===== config.mk =====
export PLATFORM = sky130hd
export DESIGN_NAME = cpuTop
export DESIGN_NICKNAME = d
export VERILOG_FILES = /design/src/hw/cpuPkg.sv /design/src/hw/cpuTop.sv /design/src/hw/resultStage.sv /design/src/hw/aluExecute.sv /design/src/hw/instrDecode.sv
export VERILOG_INCLUDE_DIRS = /design/src /design/src/include
export SDC_FILE = /design/constraint.sdc
export NUM_CORES = 2
export LEC_CHECK = 0
export ABC_AREA = 1
export BUFFER_PORTS_ARGS = -buffer_cell sky130_fd_sc_hd__clkbuf_2
export CORE_ASPECT_RATIO = 1.75
export CORE_MARGIN = 2
export CORE_UTILIZATION = 30
export CTS_CLUSTER_DIAMETER = 150
export CTS_CLUSTER_SIZE = 20
export DETAILED_ROUTE_END_ITERATION = 8
export HOLD_SLACK_MARGIN = 0.12
export PLACE_DENSITY_LB_ADDON = 0.2
export SLEW_MARGIN = 30
export SYNTH_ARGS = -nofsm -noshare
export SYNTH_HDL_FRONTEND = slang
export SYNTH_SLANG_ARGS = --single-unit

===== constraint.sdc =====
create_clock -name clk -period 15.8 [get_ports clk]
set_input_delay 4.74 -clock clk [delete_from_list [all_inputs] [get_ports clk]]
set_output_delay 4.74 -clock clk [all_outputs]
set_load 0.01 [all_outputs]

===== src/include/cpu_macros.svh =====
////////////////////////////////////////////////////////////
// 8-bit core sizing
// memory depths, pc width, register file size, link reg
////////////////////////////////////////////////////////////

`ifndef CPU_MACROS_SVH
`define CPU_MACROS_SVH

// instruction side
`define CPU_IMEM_DEPTH 64	// 16-bit words
`define CPU_PC_WIDTH   6	// log2 of imem depth

// data side
`define CPU_DMEM_DEPTH 256	// one byte per address, full 8-bit space

// register file
`define CPU_NUM_REGS   4
`define CPU_LINK_REG   3	// jal return address lands here

`endif

===== src/hw/cpuPkg.sv =====
////////////////////////////////////////////////////////////
// 8-bit core shared types
// data/instr words, register index, pc, opcodes, alu ops
////////////////////////////////////////////////////////////

`include "cpu_macros.svh"

package cpuPkg;

	typedef logic [7:0]  word_t;	// datapath word
	typedef logic [15:0] instr_t;	// op | rd | rs | imm8
	typedef logic [1:0]  regAddr_t;	// one of four regs
	typedef logic [`CPU_PC_WIDTH-1:0] pc_t;

	// opcode field, bits 15..12
	// 0001, 0011, 1101 are left out on purpose and decode as no-ops
	typedef enum logic [3:0] {
		opAdd  = 4'b0000,
		opNand = 4'b0010,
		opSlt  = 4'b0100,	// signed compare
		opSltu = 4'b0101,	// unsigned compare
		opSl   = 4'b0110,
		opSr   = 4'b0111,	// logical, zero fill
		opLw   = 4'b1000,
		opSw   = 4'b1001,
		opAddi = 4'b1010,
		opJr   = 4'b1011,
		opBeq  = 4'b1100,
		opJal  = 4'b1110,
		opHalt = 4'b1111
	} opcode_t;

	// alu function select
	typedef enum logic [2:0] {
		aluAdd  = 3'b000,
		aluNand = 3'b001,
		aluSlt  = 3'b010,
		aluShl  = 3'b011,
		aluShr  = 3'b100,
		aluSltu = 3'b101,
		aluSub  = 3'b110	// beq equality via zero result
	} aluOp_t;

endpackage


===== src/hw/cpuTop.sv =====
////////////////////////////////////////////////////////////
// 8-bit single cycle core, top level
// decode, execute and result stages wired together
////////////////////////////////////////////////////////////

module cpuTop (
	input  logic             clk,
	input  logic             rst,
	input  logic             progWe,
	input  cpuPkg::pc_t      progAddr,
	input  cpuPkg::instr_t   progData,
	output cpuPkg::pc_t      pc,
	output logic             halted,
	output logic             wbValid,
	output cpuPkg::regAddr_t wbReg,
	output cpuPkg::word_t    wbData,
	output logic             storeValid,
	output cpuPkg::word_t    storeAddr,
	output cpuPkg::word_t    storeData
);

	import cpuPkg::*;

	// decode to execute/result
	regAddr_t rd;
	regAddr_t rs;
	word_t    imm;
	pc_t      pcPlusOne;
	aluOp_t   aluOp;
	logic     aluSrc;
	logic     memRead;
	logic     memWrite;
	logic     memToReg;
	logic     regWrite;
	logic     jctrl;
	logic     jrctrl;
	logic     branch;
	logic     linkWrite;

	// execute to decode/result
	word_t aluResult;
	word_t memAddr;
	pc_t   nextPc;

	// reg file read ports
	word_t rdData;
	word_t rsData;

	instrDecode decode_inst (
		.clk, .rst, .progWe, .progAddr, .progData, .nextPc,
		.pc, .halted, .rd, .rs, .imm, .pcPlusOne,
		.aluOp, .aluSrc, .memRead, .memWrite, .memToReg, .regWrite,
		.jctrl, .jrctrl, .branch, .linkWrite
	);

	aluExecute execute_inst (
		.rdData, .rsData, .imm, .aluOp, .aluSrc, .pcPlusOne,
		.jctrl, .jrctrl, .branch,
		.aluResult, .memAddr, .nextPc
	);

	resultStage result_inst (
		.clk, .rst, .rd, .rs, .regWrite, .linkWrite,
		.memRead, .memWrite, .memToReg, .halted,
		.aluResult, .memAddr, .pcPlusOne,
		.rdData, .rsData, .wbValid, .wbReg, .wbData,
		.storeValid, .storeAddr, .storeData
	);

endmodule


===== src/hw/resultStage.sv =====
////////////////////////////////////////////////////////////
// Result stage
// register file, data memory, writeback select and the
// commit/observation outputs
////////////////////////////////////////////////////////////

`include "cpu_macros.svh"

module resultStage (
	input  logic             clk,
	input  logic             rst,
	input  cpuPkg::regAddr_t rd,
	input  cpuPkg::regAddr_t rs,
	input  logic             regWrite,
	input  logic             linkWrite,	// jal
	input  logic             memRead,
	input  logic             memWrite,
	input  logic             memToReg,
	input  logic             halted,
	input  cpuPkg::word_t    aluResult,
	input  cpuPkg::word_t    memAddr,
	input  cpuPkg::pc_t      pcPlusOne,
	output cpuPkg::word_t    rdData,
	output cpuPkg::word_t    rsData,
	// observation, same cycle as the instruction
	output logic             wbValid,
	output cpuPkg::regAddr_t wbReg,
	output cpuPkg::word_t    wbData,
	output logic             storeValid,
	output cpuPkg::word_t    storeAddr,
	output cpuPkg::word_t    storeData
);

	import cpuPkg::*;

	word_t regFile [`CPU_NUM_REGS];
	word_t dmem [`CPU_DMEM_DEPTH];	// byte addressed, no reset
	word_t loadData;
	logic  commitEn;

	////////////////////////////////////////////////////////////
	// read side
	////////////////////////////////////////////////////////////

	assign rdData = regFile[rd];
	assign rsData = regFile[rs];

	assign loadData = memRead ? dmem[memAddr] : '0;

	////////////////////////////////////////////////////////////
	// writeback select
	////////////////////////////////////////////////////////////

	// nothing commits while loading a program or after halt
	assign commitEn = !halted && !rst;

	assign wbReg  = linkWrite ? regAddr_t'(`CPU_LINK_REG) : rd;
	assign wbData = linkWrite ? word_t'(pcPlusOne) :	// return address
		memToReg ? loadData : aluResult;
	assign wbValid = (regWrite || linkWrite) && commitEn;

	assign storeValid = memWrite && commitEn;
	assign storeAddr  = memAddr;
	assign storeData  = rdData;		// sw stores rd

	////////////////////////////////////////////////////////////
	// commits
	////////////////////////////////////////////////////////////

	always_ff @(posedge clk) begin
		if (rst) begin
			for (int i = 0; i < `CPU_NUM_REGS; i++)
				regFile[i] <= '0;
		end else if (wbValid) begin
			regFile[wbReg] <= wbData;
		end
	end

	always_ff @(posedge clk) begin
		if (storeValid)
			dmem[storeAddr] <= storeData;
	end

	// one data memory port, decode never asks for both
	memPortExclusive: assert property (@(posedge clk) disable iff (rst)
		!(memRead && memWrite))
		else $error("load and store decoded together");

endmodule


===== src/hw/aluExecute.sv =====
////////////////////////////////////////////////////////////
// Execute stage
// operand select, alu, load/store address, branch compare
// and next pc choice
////////////////////////////////////////////////////////////

module aluExecute (
	input  cpuPkg::word_t  rdData,		// reg file port a
	input  cpuPkg::word_t  rsData,		// reg file port b
	input  cpuPkg::word_t  imm,
	input  cpuPkg::aluOp_t aluOp,
	input  logic           aluSrc,
	input  cpuPkg::pc_t    pcPlusOne,
	input  logic           jctrl,		// jal
	input  logic           jrctrl,		// jr
	input  logic           branch,		// beq
	output cpuPkg::word_t  aluResult,
	output cpuPkg::word_t  memAddr,
	output cpuPkg::pc_t    nextPc
);

	import cpuPkg::*;

	word_t opB;			// second alu operand
	logic  [2:0] shamt;		// shifts only use 0..7
	logic  zero;
	logic  branchTaken;
	pc_t   branchTarget;

	////////////////////////////////////////////////////////////
	// alu
	////////////////////////////////////////////////////////////

	assign opB   = aluSrc ? imm : rsData;
	assign shamt = opB[2:0];

	always_comb begin
		case (aluOp)
			aluAdd:  aluResult = rdData + opB;
			aluNand: aluResult = ~(rdData & opB);
			aluSlt:  aluResult = word_t'($signed(rdData) < $signed(opB));
			aluSltu: aluResult = word_t'(rdData < opB);
			aluShl:  aluResult = rdData << shamt;
			aluShr:  aluResult = rdData >> shamt;	// zero fill
			aluSub:  aluResult = rdData - opB;
			default: aluResult = '0;
		endcase
	end

	// lw/sw address, base register plus offset, wraps at 256
	assign memAddr = rsData + imm;

	////////////////////////////////////////////////////////////
	// next pc
	////////////////////////////////////////////////////////////

	assign zero        = (aluResult == '0);
	assign branchTaken = branch && zero;	// beq decodes sub, so zero means equal

	// offset is signed 8 bit, low six bits are enough mod 64
	assign branchTarget = pcPlusOne + pc_t'(imm);

	always_comb begin
		if (jrctrl)
			nextPc = pc_t'(rsData);		// jump register
		else if (jctrl)
			nextPc = pc_t'(imm);		// jal absolute target
		else if (branchTaken)
			nextPc = branchTarget;
		else
			nextPc = pcPlusOne;
	end

	// decode raises at most one jump kind, checked on any overlap
	jumpKindsExclusive: assert property (@(posedge (jctrl && jrctrl)) 1'b0)
		else $error("jal and jr decoded together");

endmodule


===== src/hw/instrDecode.sv =====
////////////////////////////////////////////////////////////
// Fetch and control decode
// program load port, instruction memory, pc and halt state,
// opcode to control level decode
////////////////////////////////////////////////////////////

`include "cpu_macros.svh"

module instrDecode (
	input  logic            clk,
	input  logic            rst,
	// program load, only honoured during reset
	input  logic            progWe,
	input  cpuPkg::pc_t     progAddr,
	input  cpuPkg::instr_t  progData,
	input  cpuPkg::pc_t     nextPc,		// from execute
	// fetch state
	output cpuPkg::pc_t     pc,
	output logic            halted,
	// instruction fields
	output cpuPkg::regAddr_t rd,
	output cpuPkg::regAddr_t rs,
	output cpuPkg::word_t   imm,
	output cpuPkg::pc_t     pcPlusOne,
	// control levels
	output cpuPkg::aluOp_t  aluOp,
	output logic            aluSrc,
	output logic            memRead,
	output logic            memWrite,
	output logic            memToReg,
	output logic            regWrite,
	output logic            jctrl,
	output logic            jrctrl,
	output logic            branch,
	output logic            linkWrite
);

	import cpuPkg::*;

	instr_t  imem [`CPU_IMEM_DEPTH];	// program store
	instr_t  instr;			// word at pc
	opcode_t opcode;
	logic    isHalt;

	////////////////////////////////////////////////////////////
	// instruction memory
	////////////////////////////////////////////////////////////

	// written by the load port while the core sits in reset
	always_ff @(posedge clk) begin
		if (rst && progWe)
			imem[progAddr] <= progData;
	end

	assign instr  = imem[pc];	// async read, single cycle core
	assign opcode = opcode_t'(instr[15:12]);
	assign rd     = instr[11:10];
	assign rs     = instr[9:8];
	assign imm    = instr[7:0];

	assign pcPlusOne = pc + pc_t'(1);

	////////////////////////////////////////////////////////////
	// pc and halt
	////////////////////////////////////////////////////////////

	always_ff @(posedge clk) begin
		if (rst) begin
			pc     <= '0;
			halted <= 1'b0;
		end else if (!halted) begin
			if (isHalt)
				halted <= 1'b1;	// pc stays on the halt word
			else
				pc <= nextPc;
		end
	end

	////////////////////////////////////////////////////////////
	// control decode
	////////////////////////////////////////////////////////////

	always_comb begin
		// everything off unless the opcode asks for it
		aluOp     = aluAdd;
		aluSrc    = 1'b0;
		memRead   = 1'b0;
		memWrite  = 1'b0;
		memToReg  = 1'b0;
		regWrite  = 1'b0;
		jctrl     = 1'b0;
		jrctrl    = 1'b0;
		branch    = 1'b0;
		linkWrite = 1'b0;
		isHalt    = 1'b0;
		case (opcode)
			opAdd: begin
				regWrite = 1'b1;
			end
			opNand: begin
				regWrite = 1'b1;
				aluOp    = aluNand;
			end
			opSlt: begin
				regWrite = 1'b1;
				aluOp    = aluSlt;
			end
			opSltu: begin
				regWrite = 1'b1;
				aluOp    = aluSltu;
			end
			opSl: begin
				regWrite = 1'b1;
				aluOp    = aluShl;
			end
			opSr: begin
				regWrite = 1'b1;
				aluOp    = aluShr;
			end
			opLw: begin
				regWrite = 1'b1;	// load result goes to rd
				memRead  = 1'b1;
				memToReg = 1'b1;
			end
			opSw:   memWrite = 1'b1;
			opAddi: begin
				regWrite = 1'b1;
				aluSrc   = 1'b1;	// imm as operand b
			end
			opJr:   jrctrl = 1'b1;
			opBeq: begin
				branch = 1'b1;
				aluOp  = aluSub;	// zero when rd == rs
			end
			opJal: begin
				jctrl     = 1'b1;
				linkWrite = 1'b1;	// return addr into link reg
			end
			opHalt: isHalt = 1'b1;
			default: ;	// unused encodings fall through as no-ops
		endcase
	end

	// loading only makes sense with the core parked
	progLoadInReset: assert property (@(posedge clk) !rst |-> !$rose(progWe))
		else $error("program write started outside reset");

endmodule


==> results_dict.tcl <==
set metrics [dict create \
    die_w_um 487 \
    cts_tree "done" \
    drc 0 \
    worstMarginPinSlew_ns 1.09 \
    slew_headroom_pct 26.4 \
    yosys.area.top_type_share_pct 76.1 \
    grt_usage_pct 19.4 \
    hpwl_mm 258 \
    start_util_pct 30.1 \
    dieArea_um2 413000 \
    post-synth-top-count-cell "edfxtp_1" \
    fp.dieH_um 849 \
    fin_tns_setup_ns 0 \
    grt_start_max_net_pins 181 \
    cts_root_buffer "clkbuf_16" \
    crit_path_top_delay_cell "a21oi_1" \
    grt_pass1_wl_mm 579 \
    path_clk_slew_ns 0.10 \
    yosysWarnings 0 \
    critical_path_required_ns 11.06 \
    hold_viol 0 \
    cts_hold_buf 0 \
    start_kind "flop" \
    finClkSkew_ns 0.0836 \
    cts_buffers 181 \
    status "complete, no violations" \
    ys_ff_latch 3117 \
    yosysSeqAreaShare_pct 76.3 \
    wl_per_cell_um 29.0 \
    crit_top_cell "nand3_1" \
    ys.flop_type "edfxtp_1" \
    cp.arrival_ns 9.40 \
    timing.final.crit_share_pct 89.5 \
    min_path_type "flop to flop" \
    syn-num-nets 9043 \
    row_count 310 \
    ant_nets 0 \
    drt-pass1-iter-count 6 \
    cp_slowest_stage_delay_ns 0.79 \
    ys_async_sr_fraction_pct 0 \
    cts_resized 0 \
    stdcell_count 14300 \
    crit_fanout 78 \
    finalSetupViolCount 0 \
    rsz0062_at_grt "false" \
    post_cts_buffers 0 \
    syn_avg_cell_area_um2 13.6 \
    end_kind "output port" \
    synth_edf_count 3104 \
    grt_pass1_vias 75900 \
    ioPinCount 60 \
    port_buffers 59 \
    viasPerCell 5.28 \
    max_cap_violations 0 \
    gp_congestion 0.916 \
    period_minus_slack_ns 14.14 \
    totalWireLength_mm 413 \
    coreArea_um2 407000 \
    vias 75300 \
    synth.largest_area_cell "edfxtp_1" \
    cts_sinks 3117 \
    synth_area_leaders "edfxtp_1 76%, nand2_1 5.8%, nand3_1 3.5%" \
    cts_buffer_depth 4 \
    holdPathStages 2 \
    syn_inst 8984 \
    area_growth_pct 9.69 \
    synth_commonest_cells "3104 x edfxtp_1, 1876 x nand2_1, 864 x nand3_1, 565 x nor2_1, 563 x a22oi_1" \
    crit_type "flop to output port" \
    yosysUniqueCellTypes 52 \
    drt-initial-drc-count 7261 \
    reg2reg_depth 28 \
    fmax_mhz 70.7 \
    grt-ovfl-total 0 \
    nNetsFinal 8975 \
    htree_levels 4 \
    placed_cells 14000 \
    antenna_found_initial 10 \
    clk_latency_ns 0.93 \
    syn_area_um2 122000 \
    drive_gt1_share_pct 7.21 \
    final_max_slew_viol_count 0 \
]
-- area by class of cell --
type | instances | area [µm²]
Fill cell | 39700 | 273000
Sequential cell | 3117 | 93500
Multi-Input combinational cell | 5174 | 26200
Tap cell | 5304 | 6640
Clock buffer | 205 | 4660
Timing Repair Buffer | 308 | 2580
Inverter | 134 | 584
Clock inverter | 7 | 82.6
Antenna cell | 6 | 15.0
-- state kept, by name, indices dropped and copies added, names as in the netlist, named ones only --
| signal | flops |
|---|---|
| result_inst.regFile | 32 |
| decode_inst.imem | 1024 |
| result_inst.dmem | 2048 |
| decode_inst.halted | 1 |
| decode_inst.pc | 6 |
-- worst max-delay path, delay by kind of cell, from the launching register on --
family | cells | cell delay [ns]
fa+ha+maj | 2 | 0.70
simple gates | 12 | 1.88
compound gates | 4 | 1.83
xor+xnor | 1 | 0.66
buf+inv | 8 | 2.60
flops | 1 | 0.61
-- logic make-up (layout without fill, tap and decap cells) --
logic type,after synthesis,in the layout,share of synthesized area [%]
other,0,6,0
adder cells (fa/ha/maj),34,34,0.372
AO/OA/AOI/OAI,1681,1681,8.79
AND/OR/NAND/NOR,3437,3437,11.8
flip-flops,3117,3117,76.3
XOR/XNOR,22,22,0.157
buffers and inverters,693,654,2.58
-- layer usage --
layer	vias up	GRT usage [%]	wire length, µm
li1	33300	-	-
met1	38800	21.4	149000
met2	2435	36.0	220000
met3	709	1.98	17800
met4	0	10.8	27000
met5	-	0	0
-- stage by stage --
stage | hold WS, ns | cell area [µm²] | util, % | setup WS, ns
floorplan | 0.522 | 122000 | - | 3.62
global placement | 0.534 | 129000 | 31.8 | 2.68
detailed placement | 0.526 | 129000 | 31.8 | 2.72
CTS | 0.544 | 134000 | 33.0 | 1.72
global route | 0.564 | 134000 | 33.0 | 1.45
finish | 0.537 | 134000 | 33.0 | 1.66
-- cells in the final DEF (no fill, tap or decap), drive strengths merged, types with 5 or more instances in the layout --
cell	Yosys	final
clkbuf	344	262
o22ai	324	324
edfxtp	3104	3104
o211ai	14	14
ha	30	30
nor4	5	5
a21oi	255	255
a32o	22	22
xor2	18	18
or2	9	9
nor2	575	575
nand4	73	73
diode	0	6
nand3b	11	11
nand2	1888	1888
o21bai	6	6
a22oi	563	563
dfxtp	13	13
o31ai	33	33
clkinv	10	15
o221ai	20	20
a221oi	24	24
nand3	872	872
inv	124	126
a31oi	63	63
buf	215	251
o21ai	347	347
-- path summary, 6_finish.rpt --
path	from	endpoint	slack (ns)
worst min-delay path	decode_inst.pc[4]	flop	0.54
worst max register to register	flop	result_inst.regFile[0][5]	6.85
worst min register to register	decode_inst.pc[4]	flop	0.54
worst max-delay path	flop	wbData[5]	1.66
Power is left out: the tool's default activity adds up to more than one toggle a clock period on the data nets, which glitch-free logic cannot reach.
